### src/source/dd_loader_pkg.sv
// ======================================================================
// Shared definitions of the ROM download path
// Region base addresses, SDRAM bank offsets and PROM bank count
// Vector typedefs and the SDRAM writer state encoding
// ======================================================================

package dd_loader_pkg;

    // Download byte address and payload
    typedef logic [21:0] dl_addr_t;
    typedef logic [7:0]  byte_t;

    // Active low, bit 0 is the low byte of the word
    typedef logic [1:0]  word_mask_t;

    // PROM bank addressing
    typedef logic [7:0]  prom_addr_t;

    // Region bases in the download stream
    localparam dl_addr_t main_base   = 22'h000000;
    localparam dl_addr_t adpcm_base  = 22'h030000;
    localparam dl_addr_t char_base   = 22'h050000;
    localparam dl_addr_t scr_zw_base = 22'h060000;
    localparam dl_addr_t scr_xy_base = 22'h080000;
    localparam dl_addr_t obj_wz_base = 22'h0A0000;
    localparam dl_addr_t obj_xy_base = 22'h0E0000;
    localparam dl_addr_t mcu_base    = 22'h120000;
    localparam dl_addr_t prom_base   = 22'h124000;

    // MCU code lands here in SDRAM word space
    localparam dl_addr_t mcu_word_base = 22'h018000;

    // SDRAM 64K-word block offsets for the graphics
    localparam logic [4:0] scr_bank = 5'd6;
    localparam logic [4:0] obj_bank = 5'd8;

    // On-chip PROM row
    localparam int prom_count = 4;

    typedef logic [1:0]            prom_sel_t;
    typedef logic [prom_count-1:0] prom_we_t;

    // SDRAM writer FSM
    typedef enum logic [1:0] {
        idle,
        write,
        ack
    } wr_state_t;

endpackage

### src/source/dd_sdram_writer.sv
// ======================================================================
// SDRAM programming port
// Holds one masked byte write until the memory is ready
// Returns a single-cycle acknowledge to the mapper
// ======================================================================

`timescale 1ns/1ns

module dd_sdram_writer (
    input  logic                       clk,
    input  logic                       rst_n,
    input  dd_loader_pkg::dl_addr_t    prog_addr,
    input  dd_loader_pkg::byte_t       prog_data,
    input  dd_loader_pkg::word_mask_t  prog_mask,
    input  logic                       prog_we,
    input  logic                       sdram_rdy,
    output dd_loader_pkg::dl_addr_t    sdram_addr,
    output logic [15:0]                sdram_din,
    output dd_loader_pkg::word_mask_t  sdram_dqm,
    output logic                       sdram_wr,
    output logic                       sdram_ack
);

    dd_loader_pkg::wr_state_t state;
    logic                     take;

    // New request accepted only from idle
    assign take = (state == dd_loader_pkg::idle) && prog_we;

    always_ff @(posedge clk) begin
        if (!rst_n) begin
            state     <= dd_loader_pkg::idle;
            sdram_wr  <= 1'b0;
            sdram_ack <= 1'b0;
        end else begin
            sdram_ack <= 1'b0;
            case (state)
                dd_loader_pkg::idle: begin
                    if (prog_we) begin
                        sdram_wr <= 1'b1;
                        state    <= dd_loader_pkg::write;
                    end
                end
                dd_loader_pkg::write: begin
                    if (sdram_rdy) begin   // Accepted this cycle
                        sdram_wr  <= 1'b0;
                        sdram_ack <= 1'b1;
                        state     <= dd_loader_pkg::ack;
                    end
                end
                dd_loader_pkg::ack: begin
                    // Wait for the mapper to drop the request
                    if (!prog_we) begin
                        state <= dd_loader_pkg::idle;
                    end
                end
                default: begin
                    sdram_wr <= 1'b0;
                    state    <= dd_loader_pkg::idle;
                end
            endcase
        end
    end

    // Request payload, stable while sdram_wr is high
    always_ff @(posedge clk) begin
        if (take) begin
            sdram_addr <= prog_addr;
            sdram_din  <= {prog_data, prog_data};   // Byte on both halves
            sdram_dqm  <= prog_mask;
        end
    end

endmodule

### config.mk
export PLATFORM = sky130hd
export DESIGN_NAME = dd_sdram_writer
export DESIGN_NICKNAME = d
export VERILOG_FILES = /design/src/source/dd_loader_pkg.sv /design/src/source/dd_sdram_writer.sv
export SDC_FILE = /design/constraint.sdc
export NUM_CORES = 1
export LEC_CHECK = 0
export BUFFER_PORTS_ARGS = -buffer_cell sky130_fd_sc_hd__buf_2
export CAP_MARGIN = 20
export CORE_MARGIN = 4
export CORE_UTILIZATION = 36
export CTS_CLUSTER_DIAMETER = 200
export DETAILED_ROUTE_END_ITERATION = 8
export GPL_ROUTABILITY_DRIVEN = 0
export MAX_ROUTING_LAYER = met4
export PLACE_DENSITY = 0.75
export RECOVER_POWER = 25
export SKIP_LAST_GASP = 1
export SLEW_MARGIN = 20
export SYNTH_ARGS = -nofsm -noshare
export SYNTH_HDL_FRONTEND = slang
export SYNTH_SLANG_ARGS = --single-unit
### constraint.sdc
create_clock -name clk -period 2.6 [get_ports clk]
set_input_delay 0.39 -clock clk [delete_from_list [all_inputs] [get_ports clk]]
set_output_delay 0.39 -clock clk [all_outputs]
set_load 0.02 [all_outputs]
==> summary.txt, run 1 <==
Layout
  • Layout area overhead: 40.4%
  • Leading cell type in the layout, fill and taps excluded: buf_2
  • Final non-filler cell area: 1650 µm²
  • Ratio of cells with drive above 1 in the final layout: 63.5%
  • Diode count: 0
  • Number of nets in the finished design: 172
  • Commonest cells after routing, fill and taps aside: buf_2 (77), edfxtp_1 (32), clkbuf_4 (5), dfxtp_1 (4)

CTS
  • Clock-pin slew reported for the worst setup and hold paths after clock tree synthesis: 0.11 ns
  • Number of H-tree levels: 2
  • CTS tree: yes
  • Number of sinks driven by the clock tree: 36
  • Insertion delay to the later sink of the worst-skew pair: 0.33 ns
  • Resize count post-CTS: 0
  • Number of hold-repair buffers added at the cts stage: 0
  • TritonCTS Buffers: 5
  • Buffer type at the clock tree root: clkbuf_4
  • Post-CTS setup buffer count: 0
  • Clock tree buffer depth: 2

Pwr
  • Largest vdd supply drop: 0.399 mV
  • PwrDens: 737 nW/µm²
  • Leakage dissipation: 0.000727 µW

Synth
  • Count of state elements after synthesis: 36
  • Post-synthesis cell type with the largest combined area: edfxtp_1
  • Cell types occupying the most area after synthesis: edfxtp_1 (82%), dfxtp_1 (6.8%), buf_4 (5.1%), nor2b_1 (1.1%), a21oi_1 (0.85%)
  • Post-Syn Area per Cell: 20.3 µm²
  • Number of different library cells in the post-synthesis netlist: 13
  • Net Count, Synth: 94
  • Cell count after synthesis: 58
  • Share of synthesized area occupied by flip-flops and latches: 88.6%
  • YS warnings: 0
  • Mapped cell area: 1170 µm²
  • Top cell type's share of synthesized area: 81.8%

Die
  • Die width: 65.1 µm
  • Starting utilization of the core area: 38.2%
  • Number of top-level pins: 78
  • Area of the core: 3080 µm²
  • Die Y: 65.1 µm
  • Number of placement rows: 20
  • Overall die area: 4240 µm²

Critical path
  • Startpoint type of the worst setup path: flop
  • Critical-path maximum fanout: 21
  • Category of the most critical setup path: reg2reg
  • Critical Path Sink Type: flop
  • Arrival time at the worst endpoint: 1.38 ns
  • Worst EP required: 2.62 ns

Drt
  • DRT Pass-1 Iters: 2
  • Overall routed net length: 2480 µm
  • DR vias/cell: 4.15
  • Routed wirelength normalized by instance count: 13.7 µm
  • DRC violations left: 0
  • Count of routing violations after the opening detailed-route iteration: 20
  • Antenna Violating Nets Remaining: 0
  • Vias: 752

Timing
  • Number of endpoints with negative hold slack in the final report: 0
  • Setup repair after global routing missed its margin: no
  • Worst-case hold slack: 0.226 ns
  • Tcrit/Tclk final: 52.4%
  • Transition time at the pin with the least slew margin: 0.249 ns
  • Setup Viol. Count Final: 0
  • Count of final max-slew check failures: 0
  • Fin Clk Skew: 0.0104 ns
  • Top achievable clock speed: 0.735 GHz
  • Clock period minus worst slack: 1.36 ns
  • Rel. slew slack: 83.4%
  • Setup TNS: 0 ns

Job
  • Max Cap Violations: 0

Outcome
  • Run status: finished, final reports clean

Global route
  • Largest net degree at the start of global routing: 22
  • Overall Global Routing Usage: 12.9%
  • Via count of the first global-routing pass: 766
  • Leftover overflow at the end of global routing: 0
  • Wire length of the first global-routing pass: 3730 µm
  • Antenna violations before repair: 0

Placed design
  • Quantity of I/O buffers inserted on ports: 77
  • Placed instance area: 1570 µm²

Worst hold path
  • Class of the worst hold path: in2reg
[where the power goes]
group	internal [µW]	switching (µW)
Clock	202	170
Combinational	55.1	100
Sequential	676	12.7
[state kept, by name, summed over array words and instances (netlist names)]
signal,flops
sdram_addr,22
sdram_ack,1
sdram_din,8
sdram_wr,1
state,2
sdram_dqm,2
[cells in the mapped netlist]
master    instances
nor2_1            2
a21oi_1           2
o21ai_0           1
edfxtp_1         32
a21boi_1          1
nand2b_1          1
inv_1             1
nand3b_1          1
nand2_1           2
buf_4             8
nor2b_1           2
dfxtp_1           4
or2_0             1
[stage by stage]
stage                     total power, µW  utilization [%]  instances  setup slack, ns
final                                1220             53.6        181             1.24
after global routing                 1270             53.6        181             1.14
after CTS                            1230             53.6        181             1.23
after detailed placement              860             51.1        173             1.09
after global placement                856             51.1        173             1.10
after floorplan                       794                -         58           0.0882
[kinds of logic (layout without fill, tap and decap cells)]
kind of cell | Yosys count | in the layout | share of synthesized area, %
DFF | 36 | 36 | 88.6
AOI/OAI and AO/OA | 4 | 4 | 1.92
and+or+nand+nor | 9 | 9 | 4.05
buffers and inverters | 9 | 88 | 5.43
[final cells by class]
class	instances	area, µm²
clock inverter	2	35.0
timing repair buffer	79	400
multi-input combinational	13	72.6
sequential	36	1040
inverter	1	3.75
fill	261	1430
clock buffer	6	41.3
tap	44	55.1
[worst paths after layout]
check	start	to	slack [ns]	depth (start not counted)
min reg2reg	state[0]	sdram_ack	0.50	2
max reg2reg	state[0]	sdram_addr[19]	1.24	3
min	prog_addr[16]	sdram_addr[16]	0.23	1
max	state[0]	sdram_addr[19]	1.24	3
[critical path: stages (launching register included)]
cell and delay [ns]:
dfxtp_1 0.35, nor2b_1 0.23, nor2b_2 0.20, buf_4 0.27
[metal layers]
| layer | up-vias | track usage, % | wire (µm) |
|---|---|---|---|
| met5 | - | - | 0 |
| met3 | 5 | 7.18 | 375 |
| met4 | 0 | 6.99 | 48 |
| li1 | 360 | - | - |
| met1 | 330 | 13.0 | 942 |
| met2 | 57 | 19.8 | 1110 |
No activity file was read; power rests on OpenSTA's default activity.
==> run 2, diff against run 1 <==
- CORE_UTILIZATION: 36 -> 40
- PLACE_DENSITY: 0.75 -> 0.79
- clock period: 2.6 -> 1.3 ns (I/O delays scaled with it)
==> run 2 against run 1 <==
- critical endpoint is now sdram_addr[16]
- critical path depth unchanged
- fmax is 16% higher
- worst setup slack worse by 1.1 ns
- die area fell by 8.8%
- flip-flop and latch count is the same
- largest cell class unchanged
- sequential power rose by 100%
- power up 100%
- sequential share of layout area is 1.9 points lower
- final area up 3.2%
- largest power group unchanged
==> summary.txt, run 2 (synthesis gave the netlist of run 1 again) <==
Outcome
  • Run status: finished, final reports clean (unchanged)

Die
  • Number of placement rows: 19 (was 20)
  • Area of the core: 2780 µm² (was 3080 µm²)
  • Die Y: 62.2 µm (was 65.1 µm)
  • Starting utilization of the core area: 42.2% (was 38.2%)
  • Number of top-level pins: 78 (unchanged)
  • Overall die area: 3870 µm² (was 4240 µm²)
  • Die width: 62.2 µm (was 65.1 µm)

Timing
  • Setup repair after global routing missed its margin: no (unchanged)
  • Clock period minus worst slack: 1.17 ns (was 1.36 ns)
  • Count of final max-slew check failures: 0 (unchanged)
  • Fin Clk Skew: 0.00612 ns (was 0.0104 ns)
  • Tcrit/Tclk final: 89.9% (was 52.4%)
  • Number of endpoints with negative hold slack in the final report: 0 (unchanged)
  • Rel. slew slack: 89.0% (was 83.4%)
  • Setup Viol. Count Final: 0 (unchanged)
  • Transition time at the pin with the least slew margin: 0.164 ns (was 0.249 ns)
  • Top achievable clock speed: 0.855 GHz (was 0.735 GHz)
  • Setup TNS: 0 ns (unchanged)
  • Worst-case hold slack: 0.0372 ns (was 0.226 ns)

Layout
  • Post-layout util: 61.2% (was 53.6%)
  • Layout area overhead: 44.8% (was 40.4%)
  • Diode count: 0 (unchanged)
  • Commonest cells after routing, fill and taps aside: buf_2 (77), edfxtp_1 (32), clkbuf_4 (5), dlygate4sd3_1 (3), dfxtp_1 (3) (was buf_2 (77), edfxtp_1 (32), clkbuf_4 (5), dfxtp_1 (4))
  • Number of nets in the finished design: 175 (was 172)
  • Largest regs: sdram_addr (22), sdram_din (8) (unchanged)
  • Largest register by flop count: sdram_addr (unchanged)
  • Area of the multi-input gates: 85.1 µm² (was 72.6 µm²)
  • Storage cell area: 1040 µm² (about the same)
  • Ratio of cells with drive above 1 in the final layout: 63.6% (was 63.5%)
  • Leading cell type in the layout, fill and taps excluded: buf_2 (unchanged)
  • Count of fill cells added during filler insertion: 228 (was 261)
  • Flip-flop count of the largest register after layout: 22 (unchanged)

Critical path
  • Crit path cell chain: nor2b_4 -> nor2b_4 -> buf_12 (was nor2b_1 -> nor2b_2 -> buf_4)
  • Crit path buffers/inverters: 1 (unchanged)
  • Critical-path maximum fanout: 16 (was 21)
  • Crit. Startpoint: state[0] (unchanged)
  • Category of the most critical setup path: reg2reg (unchanged)
  • Kind of cell adding the most delay to the critical path: simple AND/OR/NAND/NOR gates (unchanged)
  • Internal reg-to-reg setup slack: 0.13 ns (was 1.24 ns)
  • Cell repeated most along the worst path: nor2b_4
  • Slowest stage delay, CP: 0.35 ns (about the same)
  • Arrival time at the worst endpoint: 1.21 ns (was 1.38 ns)
  • Worst EP required: 1.34 ns (was 2.62 ns)
  • Library cell contributing the largest single delay on the critical path: dfxtp_2 (was dfxtp_1)
  • Launch point of the worst reg-to-reg path: state[0] (unchanged)
  • Critical Path Sink Type: flop (unchanged)
  • Startpoint type of the worst setup path: flop (unchanged)

Global route
  • Leftover overflow at the end of global routing: 0 (unchanged)
  • Via count of the first global-routing pass: 819 (was 766)
  • Antenna violations before repair: 0 (unchanged)
  • Overall Global Routing Usage: 13.2% (was 12.9%)
  • Largest net degree at the start of global routing: 17 (was 22)
  • Wire length of the first global-routing pass: 3860 µm (was 3730 µm)

Worst hold path
  • Startpoint of the most critical hold path: prog_addr[21] (was prog_addr[16])
  • Class of the worst hold path: in2reg (unchanged)

Job
  • Max Cap Violations: 0 (unchanged)

CTS
  • CTS tree: yes (unchanged)
  • Clock tree buffer depth: 2 (unchanged)
  • TritonCTS Buffers: 5 (unchanged)
  • Number of H-tree levels: 2 (unchanged)
  • Number of sinks driven by the clock tree: 36 (unchanged)
  • Buffer type at the clock tree root: clkbuf_4 (unchanged)
  • Clock-pin slew reported for the worst setup and hold paths after clock tree synthesis: 0.10 ns (was 0.11 ns)
  • Insertion delay to the later sink of the worst-skew pair: 0.33 ns (about the same)

Pwr
  • Net Sw Frac: 23.1% (was 23.2%)
  • PwrDens: 1440 nW/µm² (was 737 nW/µm²)
  • Fraction of power consumed by sequential logic: 56.1% (was 56.7%)
  • Largest vdd supply drop: 1.02 mV (was 0.399 mV)
  • Clock group share of total power: 30.1% (was 30.6%)
  • Switch Pwr: 568 µW (was 282 µW)
  • Internal power: 1890 µW (was 933 µW)
  • Leakage dissipation: 0.000757 µW (was 0.000727 µW)
  • Combinational share of power: 13.8% (was 12.8%)

Drt
  • Antenna Violating Nets Remaining: 0 (unchanged)
  • Overall routed net length: 2480 µm (about the same)
  • Count of routing violations after the opening detailed-route iteration: 13 (was 20)
  • Routed wirelength normalized by instance count: 14.5 µm (was 13.7 µm)
  • DR vias/cell: 4.57 (was 4.15)
  • DRC violations left: 0 (unchanged)
  • DRT Pass-1 Iters: 4 (was 2)
  • Vias: 782 (was 752)

Placed design
  • Quantity of I/O buffers inserted on ports: 77 (unchanged)
  • Placed wire-length estimate: 1910 µm
run 2: cell count changes in the layout (fill, tap and decap cells not counted), sizes merged:
cell / before / now
dlygate4sd3: 0 / 3
run 2: path summary, 6_finish.rpt:
path         depth (start not counted)             end
max                                  3  sdram_addr[16]
max reg2reg                          3  sdram_addr[16]
min                                  1  sdram_addr[21]
min reg2reg                          2       sdram_ack
run 2: what timing repair did:
| action | CTS | global route |
|---|---|---|
| hold endpoints to repair | 0 | 3 |
| gates resized for setup | 0 | 0 |
| hold buffers | 0 | 3 |
| buffers inserted | 0 | 0 |
run 2: metal layers:
metal	part of all wire (%)	track usage, %
met1	37	15.5
met2	48	19.0
met3	15	7.75
met4	0.40	4.07
met5	0	-
run 2: through the flow:
step           std cells  total power, µW  worst slack (ns)  instance area, µm²
2_1_floorplan         58             1590           -0.0979                1190
3_3_place_gp         160             1730             0.175                1600
3_5_place_dp         160             1740             0.143                1600
4_1_cts              168             2490             0.130                1670
5_1_grt              171             2590            0.0822                1700
6_report             171             2460             0.131                1700
run 2: final cells by class:
class / instances / share of cell area [%]
flip-flops and latches: 36 / 61.3
repair buffers: 82 / 26.8
multi-input cells: 13 / 5.00
clock buffers: 6 / 2.43
well taps: 31 / 2.28
clock inverters: 2 / 2.06
inverters: 1 / 0.221
run 2: power groups by stage:
stage | clock (µW) | sequential [µW] | combinational [µW]
after floorplan | 0 | 1500 | 89.6
after global placement | 0 | 1400 | 329
after detailed placement | 0 | 1410 | 336
after CTS | 770 | 1380 | 337
after global routing | 833 | 1390 | 365
final | 739 | 1380 | 340
run 2: worst register-to-register path: cells and delay by family, from the launching register on:
| kind | cells | cell delay, ns |
|---|---|---|
| AND/OR/NAND/NOR | 2 | 0.36 |
| flip-flops | 1 | 0.35 |
| buffers and inverters | 1 | 0.17 |
==> run 3, diff against run 2 <==
- PLACE_DENSITY: 0.79 -> 0.88
==> run 3 against run 2 <==
- global-route usage decreased by 0.31 points
- utilization increased by 1.0 points
- first-iteration DRC count increased by 46%
- register-to-register slack got worse by 0.02 ns
- cell count increased by 1.8%
- fmax decreased by 1.6%
- final area increased by 1.7%
- sequential share of layout area decreased by 1.0 points
- power increased by 0.25%
- non-clock buffer count increased by 3
==> summary.txt, run 3 (synthesis gave the netlist of run 1 again) <==
Critical path
  • Slowest stage delay, CP: 0.36 ns (was 0.35 ns)
  • Crit. Startpoint: state[0] (unchanged)
  • End of the worst register-to-register path: sdram_addr[21] (was sdram_addr[16])
  • Critical Path Sink Type: flop (unchanged)
  • Arrival time at the worst endpoint: 1.24 ns (was 1.21 ns)
  • Path depth of the worst reg2reg path: 3 (unchanged)
  • Internal reg-to-reg setup slack: 0.11 ns (was 0.13 ns)
  • Library cell contributing the largest single delay on the critical path: dfxtp_2 (unchanged)
  • Category of the most critical setup path: reg2reg (unchanged)
  • Critical-path maximum fanout: 18 (was 16)
  • Startpoint type of the worst setup path: flop (unchanged)
  • Crit path cell chain: nor2b_4 -> nor2b_4 -> buf_12 (unchanged)
  • Worst EP required: 1.35 ns (was 1.34 ns)
  • Cell repeated most along the worst path: nor2b_4 (unchanged)
  • Launch point of the worst reg-to-reg path: state[0] (unchanged)

Layout
  • Area of the multi-input gates: 85.1 µm² (unchanged)
  • Layout area overhead: 47.3% (was 44.8%)
  • Largest regs: sdram_addr (22), sdram_din (8) (unchanged)
  • Count of fill cells added during filler insertion: 227 (was 228)
  • Post-layout util: 62.2% (was 61.2%)
  • Storage cell area: 1040 µm² (unchanged)
  • Largest register by flop count: sdram_addr (unchanged)
  • Ratio of cells with drive above 1 in the final layout: 61.5% (was 63.6%)
  • Leading cell type in the layout, fill and taps excluded: buf_2 (unchanged)
  • Commonest cells after routing, fill and taps aside: buf_2 (77), edfxtp_1 (32), dlygate4sd3_1 (6), clkbuf_4 (5), dfxtp_1 (3) (was buf_2 (77), edfxtp_1 (32), clkbuf_4 (5), dlygate4sd3_1 (3), dfxtp_1 (3))
  • Diode count: 0 (unchanged)
  • Flip-flop count of the largest register after layout: 22 (unchanged)
  • Number of nets in the finished design: 178 (was 175)

Timing
  • Setup Viol. Count Final: 0 (unchanged)
  • Clock period minus worst slack: 1.19 ns (was 1.17 ns)
  • Tcrit/Tclk final: 91.4% (was 89.9%)
  • Setup TNS: 0 ns (unchanged)
  • Count of final max-slew check failures: 0 (unchanged)
  • Worst-case hold slack: 0.0288 ns (was 0.0372 ns)
  • Transition time at the pin with the least slew margin: 0.202 ns (was 0.164 ns)
  • Fin Clk Skew: 0.00486 ns (was 0.00612 ns)
  • Number of endpoints with negative hold slack in the final report: 0 (unchanged)
  • Rel. slew slack: 86.5% (was 89.0%)
  • Setup repair after global routing missed its margin: no (unchanged)
  • Top achievable clock speed: 0.842 GHz (was 0.855 GHz)
  • Worst-case setup margin in the final layout: 0.112 ns (was 0.131 ns)

Die
  • Number of top-level pins: 78 (unchanged)
  • Number of placement rows: 19 (unchanged)
  • Die width: 62.2 µm (unchanged)
  • Die Y: 62.2 µm (unchanged)
  • Starting utilization of the core area: 42.2% (unchanged)
  • Area of the core: 2780 µm² (unchanged)
  • Overall die area: 3870 µm² (unchanged)

Global route
  • Largest net degree at the start of global routing: 19 (was 17)
  • Antenna violations before repair: 0 (unchanged)
  • Leftover overflow at the end of global routing: 0 (unchanged)
  • Wire length of the first global-routing pass: 3740 µm (was 3860 µm)
  • Via count of the first global-routing pass: 796 (was 819)
  • Overall Global Routing Usage: 12.9% (was 13.2%)

Drt
  • DR vias/cell: 4.46 (was 4.57)
  • Count of routing violations after the opening detailed-route iteration: 19 (was 13)
  • Routed wirelength normalized by instance count: 14.0 µm (was 14.5 µm)
  • DRT Pass-1 Iters: 2 (was 4)
  • DRC violations left: 0 (unchanged)
  • Vias: 776 (was 782)
  • Antenna Violating Nets Remaining: 0 (unchanged)
  • Overall routed net length: 2430 µm (was 2480 µm)

Placed design
  • Worst slack after detailed placement: 0.117 ns (was 0.143 ns)
  • Placed wire-length estimate: 1800 µm (was 1910 µm)
  • Quantity of I/O buffers inserted on ports: 77 (unchanged)

Job
  • Max Cap Violations: 0 (unchanged)

Pwr
  • Largest vdd supply drop: 1.07 mV (was 1.02 mV)
  • PwrDens: 1420 nW/µm² (was 1440 nW/µm²)
  • Leakage dissipation: 0.000768 µW (was 0.000757 µW)

Worst hold path
  • Class of the worst hold path: in2reg (unchanged)
  • Hold EP: sdram_din[11] (was sdram_addr[21])
  • Hold path depth: 1 (unchanged)
  • Startpoint of the most critical hold path: prog_data[3] (was prog_addr[21])

CTS
  • TritonCTS Buffers: 5 (unchanged)
  • Number of H-tree levels: 2 (unchanged)
  • Number of sinks driven by the clock tree: 36 (unchanged)
  • Clock-pin slew reported for the worst setup and hold paths after clock tree synthesis: 0.11 ns (was 0.10 ns)
  • CTS tree: yes (unchanged)
  • Insertion delay to the later sink of the worst-skew pair: 0.33 ns (about the same)
  • Clock tree buffer depth: 2 (unchanged)
  • Buffer type at the clock tree root: clkbuf_4 (unchanged)

Outcome
  • Run status: finished, final reports clean (unchanged)
-- run 3: cell types whose count changed in the layout (fill, tap and decap cells not counted) --
cell           delta
dlygate4sd3_1     +3
clkinv_1          +2
clkbuf_1          -1
clkinv_2          -1
-- run 3: worst max-delay path by stage --
stage / endpoint / slack, ns / cells after the start
after floorplan: sdram_addr[0] / -0.1 / 2
after global placement: sdram_din[14] / 0.17 / 3
after global routing: sdram_addr[12] / 0.06 / 3
after detailed placement: sdram_din[10] / 0.12 / 3
after CTS: sdram_dqm[0] / 0.10 / 3
final: sdram_addr[21] / 0.11 / 3
-- run 3: per-layer routing --
metal	wire length [µm]	GRT usage, %	vias to the layer above
met3	346	8.65	4
li1	-	-	371
met2	1240	20.1	53
met5	0	-	-
met1	822	12.3	348
met4	25	5.69	0
-- run 3: layout make-up --
type	instances	share of cell area [%]
clock buffer	5	2.17
tap	31	2.24
sequential	36	60.2
multi-input combinational	13	4.92
clock inverter	3	2.17
timing repair buffer	85	28.1
inverter	1	0.217
-- run 3: worst max-delay path, delay by kind of cell (launching register included) --
family                 cells  cell delay (ns)
and+or+nand+nor            2             0.37
buffers and inverters      1             0.17
DFF                        1             0.36
-- run 3: report_power, final --
part           internal [µW]  switching (µW)
registers               1350            24.7
clock network            393             348
logic                    140             207
total                   1890             579
-- run 3: timing repair --
item / CTS / global route
setup buffers: 0 / 0
hold buffers: 0 / 6
resized for setup: 0 / 0
hold endpoints to repair: 0 / 6
-- run 3: per-stage QoR --
stage | std cells | total power, µW | area [µm²]
after detailed placement | 160 | 1740 | 1600
after global placement | 160 | 1730 | 1600
after global routing | 174 | 2580 | 1730
after CTS | 168 | 2490 | 1670
final | 174 | 2460 | 1730
after floorplan | 58 | 1590 | 1190
